$ cat src/design/chess_consts.svh
`ifndef CHESS_CONSTS_SVH
`define CHESS_CONSTS_SVH

// square encoding, colour in the top bit
`define PIECE_BITS 4
`define BLACK_BIT 3
`define EMPTY_POSN 4'd0

// piece kinds, low three bits of a square
`define PIECE_PAWN 3'd1
`define PIECE_KNIT 3'd2
`define PIECE_BISH 3'd3
`define PIECE_ROOK 3'd4
`define PIECE_QUEN 3'd5
`define PIECE_KING 3'd6

`define BOARD_BITS (`PIECE_BITS * 64)
`define CASTLE_BITS 4
`define EP_BITS 4
`define ADDR_BITS 6

`define CASTLE_WHITE_SHORT 0
`define CASTLE_WHITE_LONG 1
`define CASTLE_BLACK_SHORT 2
`define CASTLE_BLACK_LONG 3

`define EN_PASSANT_INVALID 4'd8
`define MAX_POSITIONS 64

`endif

$ cat src/design/chess_pkg.sv
`include "chess_consts.svh"

package chess_pkg;

   typedef logic [`PIECE_BITS-1:0] piece_t;
   typedef logic [`BOARD_BITS-1:0] board_t;   // row 0 is white's back rank
   typedef logic [`CASTLE_BITS-1:0] castle_t;
   typedef logic [`EP_BITS-1:0] ep_col_t;
   typedef logic [`ADDR_BITS-1:0] move_addr_t;

   // up means rising row
   typedef enum logic [1:0] {DIR_LEFT, DIR_RIGHT, DIR_UP, DIR_DOWN} dir_t;

   function automatic piece_t sq_at(board_t b, logic [2:0] r, logic [2:0] c);
      return b[{r, c, 2'b00} +: `PIECE_BITS];
   endfunction

   // {on board, row, col} one step along d
   function automatic logic [6:0] ray_step(logic [2:0] r, logic [2:0] c, dir_t d);
      logic [6:0] res;
      res = {1'b0, r, c};
      case (d)
         DIR_LEFT:  if (c != 3'd0) res = {1'b1, r, c - 3'd1};
         DIR_RIGHT: if (c != 3'd7) res = {1'b1, r, c + 3'd1};
         DIR_UP:    if (r != 3'd7) res = {1'b1, r + 3'd1, c};
         default:   if (r != 3'd0) res = {1'b1, r - 3'd1, c};
      endcase
      return res;
   endfunction

endpackage

$ cat src/design/check_detect.sv
`include "chess_consts.svh"

module check_detect
(
   input  logic                clk,
   input  logic                reset,
   input  logic                board_req,
   output logic                board_ack,
   input  chess_pkg::board_t   board_in,
   input  logic                white_to_move_in,
   input  chess_pkg::castle_t  castle_mask_in,
   input  chess_pkg::ep_col_t  en_passant_col_in,
   input  logic                gen_done,
   output logic                gen_start,
   output logic                store_clear,
   output logic                in_check,
   output chess_pkg::board_t   pos_board,
   output logic                pos_white_to_move,
   output chess_pkg::castle_t  pos_castle_mask,
   output chess_pkg::ep_col_t  pos_en_passant_col
);

   typedef enum logic [2:0] {S_IDLE, S_SCAN, S_RAY, S_GEN, S_WAIT, S_ACK} state_t;

   state_t             state;
   logic [5:0]         sq;
   logic [2:0]         ray_row;
   logic [2:0]         ray_col;
   chess_pkg::dir_t    dir;
   chess_pkg::piece_t  sq_piece;
   chess_pkg::piece_t  hit_piece;
   chess_pkg::piece_t  mover_king;
   logic [6:0]         nxt;
   logic               enemy_slider;

   assign mover_king = {~pos_white_to_move, `PIECE_KING};
   assign sq_piece = chess_pkg::sq_at(pos_board, sq[5:3], sq[2:0]);
   assign enemy_slider = sq_piece[`BLACK_BIT] == pos_white_to_move &&
                         (sq_piece[2:0] == `PIECE_ROOK || sq_piece[2:0] == `PIECE_QUEN);
   assign nxt = chess_pkg::ray_step(ray_row, ray_col, dir);
   assign hit_piece = chess_pkg::sq_at(pos_board, nxt[5:3], nxt[2:0]);

   always_ff @(posedge clk)
   begin
      gen_start <= 1'b0;
      store_clear <= 1'b0;
      if (reset)
      begin
         state <= S_IDLE;
         board_ack <= 1'b0;
         in_check <= 1'b0;
      end
      else
         case (state)
            S_IDLE:
               if (board_req)
               begin
                  in_check <= 1'b0;
                  sq <= '0;
                  state <= S_SCAN;
               end
            S_SCAN:
               if (enemy_slider)
               begin
                  ray_row <= sq[5:3];
                  ray_col <= sq[2:0];
                  dir <= chess_pkg::DIR_LEFT;
                  state <= S_RAY;
               end
               else if (sq == 6'd63)
                  state <= S_GEN;
               else
                  sq <= sq + 6'd1;
            S_RAY:
               if (nxt[6] && hit_piece == `EMPTY_POSN)
               begin
                  ray_row <= nxt[5:3];   // open square, keep walking
                  ray_col <= nxt[2:0];
               end
               else
               begin
                  if (nxt[6] && hit_piece == mover_king)
                     in_check <= 1'b1;
                  ray_row <= sq[5:3];
                  ray_col <= sq[2:0];
                  if (dir != chess_pkg::DIR_DOWN)
                     dir <= chess_pkg::dir_t'(dir + 2'd1);
                  else if (sq == 6'd63)
                     state <= S_GEN;
                  else
                  begin
                     sq <= sq + 6'd1;
                     state <= S_SCAN;
                  end
               end
            S_GEN:
            begin
               gen_start <= 1'b1;
               state <= S_WAIT;
            end
            S_WAIT:
               if (gen_done)
               begin
                  board_ack <= 1'b1;
                  state <= S_ACK;
               end
            S_ACK:
               if (!board_req)   // requester done reading back
               begin
                  board_ack <= 1'b0;
                  store_clear <= 1'b1;
                  state <= S_IDLE;
               end
            default: state <= S_IDLE;
         endcase
   end

   always_ff @(posedge clk)
      if (state == S_IDLE && board_req)
      begin
         pos_board <= board_in;
         pos_white_to_move <= white_to_move_in;
         pos_castle_mask <= castle_mask_in;
         pos_en_passant_col <= en_passant_col_in;
      end

   a_ack_needs_req: assert property (@(posedge clk) disable iff (reset)
      $rose(board_ack) |-> board_req);

endmodule

$ cat config.mk
export PLATFORM = sky130hd
export DESIGN_NAME = check_detect
export DESIGN_NICKNAME = d
export VERILOG_FILES = /design/src/design/chess_pkg.sv /design/src/design/check_detect.sv
export VERILOG_INCLUDE_DIRS = /design/src /design/src/design
export SDC_FILE = /design/constraint.sdc
export NUM_CORES = 1
export LEC_CHECK = 0
export BUFFER_PORTS_ARGS = -buffer_cell sky130_fd_sc_hd__buf_2
export CAP_MARGIN = 20
export CORE_AREA = 8 8 203 205
export DETAILED_ROUTE_END_ITERATION = 8
export DIE_AREA = 0 0 211 213
export GPL_TIMING_DRIVEN = 0
export HOLD_SLACK_MARGIN = 0.05
export PLACE_DENSITY = 0.61
export SLEW_MARGIN = 30
export SYNTH_ARGS = -nofsm -noshare
export SYNTH_HDL_FRONTEND = slang
export SYNTH_SLANG_ARGS = --single-unit
$ cat constraint.sdc
create_clock -name clk -period 89.4 [get_ports clk]
set_input_delay 0 -clock clk [delete_from_list [all_inputs] [get_ports clk]]
set_output_delay 0 -clock clk [all_outputs]
set_load 0.005 [all_outputs]
# Word level (Yosys, flattened, before mapping)
# Cells that the tools add are included.
[word_totals]
in_bits = 269
regBits = 286
[op_classes]
bitwise = 3
n_addsub = 6
eq_ne = 25
shifts = 2
mux = 39
n_reduce_logical = 21
[op_table]
columns = ["operator", "n"]
rows = [
  ["variable part select 256 x 9 -> 4 bit", 2],
  ["2-to-1 mux 3 bit", 11],
  ["2-to-1 mux 6 bit", 5],
  ["2-to-1 mux 7 bit", 4],
  ["one-hot mux 7 bit (3 select lines)", 1],
  ["inequality test 2 bit, second input constant", 10],
  ["one-hot mux 3 bit (6 select lines)", 1],
  ["one-hot mux 6 bit (3 select lines)", 1],
  ["== test 3 bit, second input constant", 4],
  ["one-hot mux 3 bit (2 select lines)", 2],
  ["AND reduction 6 bit", 2],
  ["inequality test 3 bit, second input constant", 3],
  ["nonzero test 3 bit", 3],
  ["2-to-1 mux 2 bit", 4],
  ["2-to-1 mux 1 bit", 7],
  ["adder 3 x 1 -> 3 bit, second input constant", 2],
  ["adder 6 x 1 -> 6 bit, second input constant", 1],
  ["== test 3 x 2 -> 1 bit, second input constant", 2],
  ["== test 6 bit, second input constant", 1],
  ["AND reduction 3 bit", 2],
  ["nonzero test 2 bit", 3],
  ["subtractor 3 x 1 -> 3 bit, second input constant", 2],
  ["AND reduction 5 bit", 1],
  ["== test 4 bit", 1],
  ["15 further kinds", 21],
]

# Logic depth before layout (Yosys ltp)
# Gate-level depths: netlist (run 1).
[logic_depth]
depth_word = 9
ltp_mapped = 16
mapped_depth_nobuf = 12

# Least setup slack after synthesis (run 1)
# No wires, ideal clock.
[synth_timing]
path_kind = "register to register"
from = "register state[2]"
to = "register pos_board[0] (enable)"
setup_ns = 1.634
slack_ns = 60.096
path_buffers = 1
synth_period_minus_slack_ns = 29.304
t_required_ns = 87.766
t_arrival_ns = 27.670
stages_incl_launch_ff = 3
path_cell_list = "dfxtp_1 clkbuf_1 nor4b_1"
[synth_via]
elab_chain_cells = 2
[synth_rtl]
columns = ["element", "line", "text"]
rows = [
  ["start, declared", "check_detect.sv:25", "state_t state;"],
  ["start signal, assigned", "check_detect.sv:49", "state <= S_IDLE;"],
  ["start signal, assigned", "check_detect.sv:60", "state <= S_SCAN;"],
  ["start signal, assigned", "check_detect.sv:68", "state <= S_RAY;"],
  ["zero test 3 bit", "check_detect.sv:119", "if (state == S_IDLE && board_req)"],
  ["logical AND 1 bit", "check_detect.sv:119", ""],
  ["end signal, assigned", "check_detect.sv:121", "pos_board <= board_in;"],
  ["end, declared", "check_detect.sv:17", "output chess_pkg::board_t pos_board,"],
]
# No other way between the ends.
# A chain may end at the register's enable or synchronous reset.

# Final worst setup path (run 1)
[layout_timing]
from = "register dir[0]"
to = "register ray_col[2], data pin"
[layout_via]
elab_chain_cells = 7
elab_cells_between_ends = 9
classes_between = "eq/ne: 2; shift: 1; mux: 3; reduce/logical: 3"
[layout_rtl]
columns = ["element", "line", "text"]
rows = [
  ["start, declared", "check_detect.sv:29", "chess_pkg::dir_t dir;"],
  ["start signal, assigned", "check_detect.sv:67", "dir <= chess_pkg::DIR_LEFT;"],
  ["start signal, assigned", "check_detect.sv:87", "dir <= chess_pkg::dir_t'(dir + 2'd1);"],
  ["== test 2 bit, or another cell as far along", "chess_pkg.sv:22", "case (d)"],
  ["one-hot mux 7 bit (3 select lines) *", "chess_pkg.sv:22", ""],
  ["variable part select 256 x 9 -> 4 bit", "chess_pkg.sv:15", "return b[{r, c, 2'b00} +: `PIECE_BITS];"],
  ["zero test 4 bit (no line)", "--", ""],
  ["logical AND 1 bit (no line)", "--", ""],
  ["2-to-1 mux 3 bit *", "check_detect.sv:75", "if (nxt[6] && hit_piece == `EMPTY_POSN)"],
  ["one-hot mux 3 bit (2 select lines) *", "check_detect.sv:54", "case (state)"],
  ["end signal, assigned", "check_detect.sv:66", "ray_col <= sq[2:0];"],
  ["end signal, assigned", "check_detect.sv:78", "ray_col <= nxt[2:0];"],
  ["end signal, assigned", "check_detect.sv:85", "ray_col <= sq[2:0];"],
  ["end, declared", "check_detect.sv:28", "logic [2:0] ray_col;"],
]
# Every way passes the cells marked *; elsewhere a longest branch is shown, timed or not.

==> impl_metrics.env, run 1 <==
export IMPL_ys_types=70
export IMPL_ys_seq_area_share_pct=63.4
export IMPL_finalNetCount=2157
export IMPL_min_path_type="input pin to register"
export IMPL_drive_above_1_share_pct=38.1
export IMPL_power_frac_clock_pct=22.4
export IMPL_fin_cells=2424
export IMPL_grt_pass1_wl_um=93600
export IMPL_p_leak_nw=8.61
export IMPL_synth_nets=1267
export IMPL_placed_cells=2091
export IMPL_status="complete, no violations"
export IMPL_grt_overflow_total=0
export IMPL_grt_max_degree=17
export IMPL_start_util_pct=35.3
export IMPL_fp_dieH_um=213
export IMPL_synth_async_reset_ratio_pct=0
export IMPL_max_slew_margin_pct=29.9
export IMPL_tightest_slew_ns=1.05
export IMPL_cts_resized=0
export IMPL_pin_count=538
export IMPL_arrival_ns=5.49
export IMPL_num_fill_cells=3212
export IMPL_period_share_pct=5.76
export IMPL_rows=72
export IMPL_ys_ff_latch=286
export IMPL_drt_iter0_drc=1226
export IMPL_period_minus_slack_ns=5.15
export IMPL_cts_buffers_inserted=31
export IMPL_area_delta_synth_final_pct=54.6
export IMPL_ff2ff_setup_slack_ns=84.25
export IMPL_clkSlewWorstSetupHoldPaths_ns=0.06
export IMPL_internal_power_w=0.000348
export IMPL_core_mm2=0.0381
export IMPL_path_cells="inv_1 -> ha_1 -> buf_2 -> nand3b_1 -> a31o_2 -> nand3_1 -> buf_2 -> buf_2 -> buf_2 -> mux2i_1 -> nor3_1 -> nor4_1 -> nand3_1 -> and4_1 -> nor4_4 -> mux2_2"
export IMPL_drv_slew=0
export IMPL_p_sw_w=0.000225
export IMPL_critPathCaptureType="register"
export IMPL_p_per_area_mw_per_mm2=27.6
export IMPL_max_stage_delay_ns=0.54
export IMPL_clk_path_buf_depth=3
export IMPL_start_kind="register"
export IMPL_ant_nets=0
export IMPL_syn_avg_cell_area_um2=13.6
export IMPL_pwr_share_comb_pct=40.8
export IMPL_clk_latency_ns=0.61
export IMPL_critPathTopFamily="simple AND/OR/NAND/NOR gates"
export IMPL_place_congestion=0.949
export IMPL_wl_per_cell_um=27.3
export IMPL_netlist_instances=987
export IMPL_netlist_area_mm2=0.0134
export IMPL_sequentialPowerShare_pct=36.9
export IMPL_hold_viol=0
export IMPL_drt_vias_per_instance=5.39
export IMPL_grtUsageTotal_pct=28.2
export IMPL_die_area_mm2=0.0449
export IMPL_die_w_um=211
export IMPL_yosysWarningCount=0
export IMPL_worstHoldEndpoint="pos_board[34]"
export IMPL_clock_tree_root_cell="clkbuf_16"
export IMPL_setup_tns_ns=0
export IMPL_clkSinkCount=286
export IMPL_grt_pass1_vias=14000
export IMPL_cts_max_level=1
export IMPL_critical_path_reg2reg_startpoint="dir[0]"
export IMPL_swShare_pct=39.2
export IMPL_portBuffers=536
export IMPL_vias=13100
export IMPL_peakVddDrop_v=0.0000194
export IMPL_antenna_found_initial=6
export IMPL_critPathBufInv=5
export IMPL_required_ns=89.73
export IMPL_multi_input_area_mm2=0.00454
export IMPL_cp_max_fo=10
export IMPL_cp_slowest_cell="nor4_4"
export IMPL_setup_viol=0
export IMPL_crit_type="register to register"
export IMPL_fin_skew_ns=0.0234
export IMPL_synth_edff_count=279
export IMPL_maxClockFrequency_mhz=194
export IMPL_reg2reg_depth=16
export IMPL_hold_depth=2
export IMPL_drc=0
export IMPL_hp_start="board_in[34]"
export IMPL_cpMostUsedCell="buf_2"
export IMPL_fin_util_pct=54.5
export IMPL_dr_pass1_iters=5
export IMPL_wl_um=66300
export IMPL_r2r_end="ray_col[2]"
export IMPL_drv_cap=0
export IMPL_synthFlopType="edfxtp_1"
export IMPL_layout_area_seq_mm2=0.00852
export IMPL_rsz0062_at_grt="no"
export IMPL_dp_hpwl_um=49900
export IMPL_cts_tree="built"
==> cell usage in the layout (no fill, tap or decap), drive strengths merged, types with 6 or more instances in the layout <==
cell type and n:
buf 628, edfxtp 279, dlygate4sd3 270, nand2 117, clkbuf 61, nor2 53, a21oi 53, mux2i 50
mux4 35, inv 31, nand3 26, nor2b 23, a32oi 22, a22oi 16, a221oi 15, mux2 15
o21ai 13, nor3 13, nand4 11, ha 11, clkinv 11, and3 9, a31oi 9, a211oi 9
dfxtp 7, nand2b 6, xnor2 6, nor4 6
==> timing repair <==
item | CTS | global route
hold endpoints to repair | 280 | 0
hold buffers | 270 | 0
setup endpoints to repair | 0 | 0
setup buffers | 0 | 0
==> state kept, by name (all words and copies together), names as in the netlist <==
signal and count:
sq 6, dir 2, pos_board 256, pos_castle_mask 4
ray_col 3, pos_white_to_move 1, ray_row 3, in_check 1
gen_start 1, board_ack 1, pos_en_passant_col 4, state 3
store_clear 1
==> kinds of logic after synthesis <==
family          share of synthesized area (%)
compound gates                           10.6
xor+xnor                                0.456
fa+ha+maj                                1.02
buf+inv                                  3.02
flops                                    63.4
mux                                      10.8
simple gates                             10.7
==> power by group through the flow <==
stage	Combinational, W	Sequential, W	Clock [W]
floorplan	0.000114	0.000236	0
global placement	0.000208	0.000258	0
detailed placement	0.000218	0.000213	0
CTS	0.000229	0.000211	0.000130
global route	0.000245	0.000214	0.000134
finish	0.000234	0.000211	0.000128
==> metrics by stage <==
| stage | setup WS, ns | power, W | hold WS, ns | cell area, µm² |
|---|---|---|---|---|
| 2_1_floorplan | 60.10 | 0.000350 | 0.0989 | 13400 |
| 3_3_place_gp | 48.67 | 0.000466 | 0.176 | 16800 |
| 3_5_place_dp | 84.23 | 0.000431 | 0.178 | 17100 |
| 4_1_cts | 84.20 | 0.000569 | 0.0775 | 20800 |
| 5_1_grt | 84.10 | 0.000593 | 0.0882 | 20800 |
| 6_report | 84.25 | 0.000573 | 0.101 | 20800 |
==> worst max-delay path by stage <==
| stage | to | cells past startpoint | from |
|---|---|---|---|
| 6_report | ray_col[2] | 16 | dir[0] |
| 4_1_cts | sq[0] | 13 | dir[0] |
| 3_5_place_dp | sq[3] | 13 | dir[0] |
| 3_3_place_gp | pos_castle_mask[0] | 2 | state[2] |
| 5_1_grt | ray_col[2] | 15 | dir[0] |
| 2_1_floorplan | pos_board[0] | 2 | state[2] |
==> layer usage <==
| metal | up-vias | routed length (µm) | track usage, % |
|---|---|---|---|
| met4 | 2 | 2840 | 10.9 |
| li1 | 5680 | - | - |
| met2 | 779 | 32700 | 48.6 |
| met3 | 162 | 5530 | 6.58 |
| met1 | 6452 | 25200 | 34.0 |
| met5 | - | 12 | 0 |
==> worst register-to-register path: cells and delay by family, from the launching register on <==
kind | cells | cell delay (ns)
adder cells (fa/ha/maj) | 1 | 0.17
AND/OR/NAND/NOR | 7 | 1.68
AO/OA/AOI/OAI | 1 | 0.32
buffers and inverters | 5 | 1.60
flip-flops | 1 | 0.45
multiplexers | 2 | 0.69
==> cell usage after synthesis, drive strengths merged, types with 3 or more instances <==
cell	number	area [µm²]
a211o	3	26.3
a211oi	9	72.6
a21boi	3	22.5
a21o	3	22.5
a21oi	53	265
a221o	4	40.0
a221oi	15	131
a22oi	16	120
a311oi	4	35.0
a31oi	9	56.3
a32oi	22	193
and3	9	56.3
and4	4	37.5
buf	41	214
clkbuf	22	82.6
dfxtp	7	140
edfxtp	279	8380
ha	11	138
inv	29	109
mux2	15	169
mux2i	50	500
mux4	35	788
nand2	117	439
nand2b	6	37.5
nand3	26	130
nand3b	5	37.5
nand4	11	68.8
nor2	53	199
nor2b	23	144
nor3	13	75.1
nor4	6	52.6
o211a	3	30.0
o211ai	4	30.0
o21ai	13	65.1
o221ai	3	26.3
o22ai	4	25.0
o311ai	5	43.8
o31a	4	35.0
or3	4	25.0
xnor2	6	52.6
==> cell type report <==
type,instances,share of cell area (%)
Inverter,29,0.524
Tap cell,518,3.12
Multi-Input combinational cell,609,21.8
Clock inverter,18,0.879
Sequential cell,286,41.0
Buffer,63,1.43
Timing Repair Buffer,857,27.3
Antenna cell,5,0.0602
Clock buffer,39,3.88
Note: power is estimated with default switching activity, not from simulation.
==> run 2, diff against run 1 <==
- clock period: 89.4 -> 5.4 ns (I/O delays scaled with it)
==> impl_metrics.env, run 2 (synthesized netlist as in run 1, its figures left out) <==
export IMPL_dr_pass1_iters=6
export IMPL_final_area_mm2=0.0208
export IMPL_peakVddDrop_v=0.000311
export IMPL_power_frac_clock_pct=23.0
export IMPL_setup_ws_ns=0.243
export IMPL_cts_max_level=2
export IMPL_drv_cap=0
export IMPL_antenna_found_initial=1
export IMPL_drc=0
export IMPL_cts_hold_buf=270
export IMPL_period_minus_slack_ns=5.16
export IMPL_drt_iter0_drc=1476
export IMPL_crit_type="register to register"
export IMPL_placed_cell_area_mm2=0.0171
export IMPL_cts_tree="built"
export IMPL_ant_nets=0
export IMPL_place_congestion=0.927
export IMPL_max_stage_delay_ns=0.85
export IMPL_start_util_pct=35.3
export IMPL_multi_input_area_mm2=0.00455
export IMPL_clkSlewWorstSetupHoldPaths_ns=0.06
export IMPL_p_sw_w=0.00371
export IMPL_die_area_mm2=0.0449
export IMPL_rsz0062_at_grt="no"
export IMPL_fp_dieH_um=213
export IMPL_arrival_ns=5.45
export IMPL_area_delta_synth_final_pct=54.8
export IMPL_fin_util_pct=54.6
export IMPL_p_leak_nw=8.57
export IMPL_grt_pass1_vias=13900
export IMPL_cts_resized=0
export IMPL_portBuffers=536
export IMPL_start_kind="register"
export IMPL_p_per_area_mw_per_mm2=460
export IMPL_cp_max_fo=10
export IMPL_largest_reg_flops=256
export IMPL_clkSinkCount=286
export IMPL_die_w_um=211
export IMPL_pre_cts_slack_ns=0.375
export IMPL_grtUsageTotal_pct=28.5
export IMPL_top_register="pos_board"
export IMPL_internal_power_w=0.00585
export IMPL_wl_um=66100
export IMPL_max_slew_margin_pct=29.6
export IMPL_pin_count=538
export IMPL_layout_area_seq_mm2=0.00852
export IMPL_sequentialPowerShare_pct=36.7
export IMPL_tightest_slew_ns=1.06
export IMPL_core_mm2=0.0381
export IMPL_fin_skew_ns=0.0207
export IMPL_grt_pass1_wl_um=93700
export IMPL_status="complete, no violations"
export IMPL_dp_hpwl_um=49100
export IMPL_pwr_share_comb_pct=40.3
export IMPL_post_cts_buffers=0
export IMPL_hold_viol=0
export IMPL_finalNetCount=2136
export IMPL_vias=13100
export IMPL_cp_slowest_cell="clkbuf_1"
export IMPL_period_share_pct=95.5
export IMPL_drv_slew=0
export IMPL_final_common_cell="buf_2"
export IMPL_min_path_type="input pin to register"
export IMPL_critPathCaptureType="register"
export IMPL_clk_latency_ns=0.55
export IMPL_maxClockFrequency_mhz=194
export IMPL_rows=72
export IMPL_drive_above_1_share_pct=37.6
export IMPL_layout_common_cells="buf_2 (566), edfxtp_1 (279), dlygate4sd3_1 (270)"
export IMPL_total_power_w=0.00956
export IMPL_swShare_pct=38.8
export IMPL_required_ns=5.69
export IMPL_drt_vias_per_instance=5.46
export IMPL_wl_per_cell_um=27.6
export IMPL_setup_viol=0
export IMPL_cts_buffers_inserted=34
export IMPL_clk_path_buf_depth=3
export IMPL_grt_overflow_total=0
export IMPL_path_cells="ha_1 -> buf_2 -> inv_1 -> and4_1 -> nor3_4 -> clkbuf_1 -> mux2i_1 -> a311oi_1 -> and4b_1 -> o21ai_0 -> nor4_4 -> mux2_2"
export IMPL_num_fill_cells=3173
export IMPL_whs_ns=0.157
export IMPL_grt_max_degree=14
export IMPL_reg_top3="pos_board x256, sq x6"
export IMPL_clock_tree_root_cell="clkbuf_16"
[run 2: cell type report]
class | instances | area share (%)
sequential | 286 | 40.9
inverter | 29 | 0.523
multi-input combinational | 609 | 21.9
antenna | 1 | 0.0120
clock buffer | 40 | 4.50
clock inverter | 19 | 0.535
timing repair buffer | 833 | 27.0
buffer | 63 | 1.53
tap | 518 | 3.12
[run 2: metrics by stage]
step / setup TNS, ns / cells
final: 0 / 2398
after global routing: 0 / 2397
after floorplan: -1050.84 / 987
after CTS: 0 / 2397
after detailed placement: 0 / 2068
after global placement: -1939.15 / 2041
[run 2: power groups by stage]
stage	Clock (W)	Sequential, W	Combinational (W)
after global placement	0	0.00373	0.00343
final	0.00220	0.00351	0.00385
after detailed placement	0	0.00353	0.00362
after CTS	0.00223	0.00349	0.00379
after global routing	0.00232	0.00354	0.00404
after floorplan	0	0.00354	0.00190
[run 2: routing by layer]
metal	GRT usage, %	routed length, µm	vias to the layer above
met3	7.35	6020	154
met2	49.4	32900	863
li1	-	-	5632
met5	0	9	-
met1	33.3	24500	6445
met4	11.9	2570	2
[run 2: worst max-delay path, delay by kind of cell (launching register included)]
| family | cells | cell delay (ns) |
|---|---|---|
| and+or+nand+nor | 4 | 1.72 |
| buffers and inverters | 3 | 1.29 |
| muxes | 2 | 0.73 |
| AOI/OAI and AO/OA | 2 | 0.59 |
| DFF | 1 | 0.41 |
| adders and majority gates | 1 | 0.16 |
[run 2: final timing paths]
check	end	cells after the start	slack, ns	from
hold / removal	pos_board[254]	2	0.16	board_in[254]
hold reg to reg	in_check	2	0.61	in_check
setup / recovery	ray_row[1]	12	0.24	dir[0]
setup reg to reg	ray_row[1]	12	0.24	dir[0]
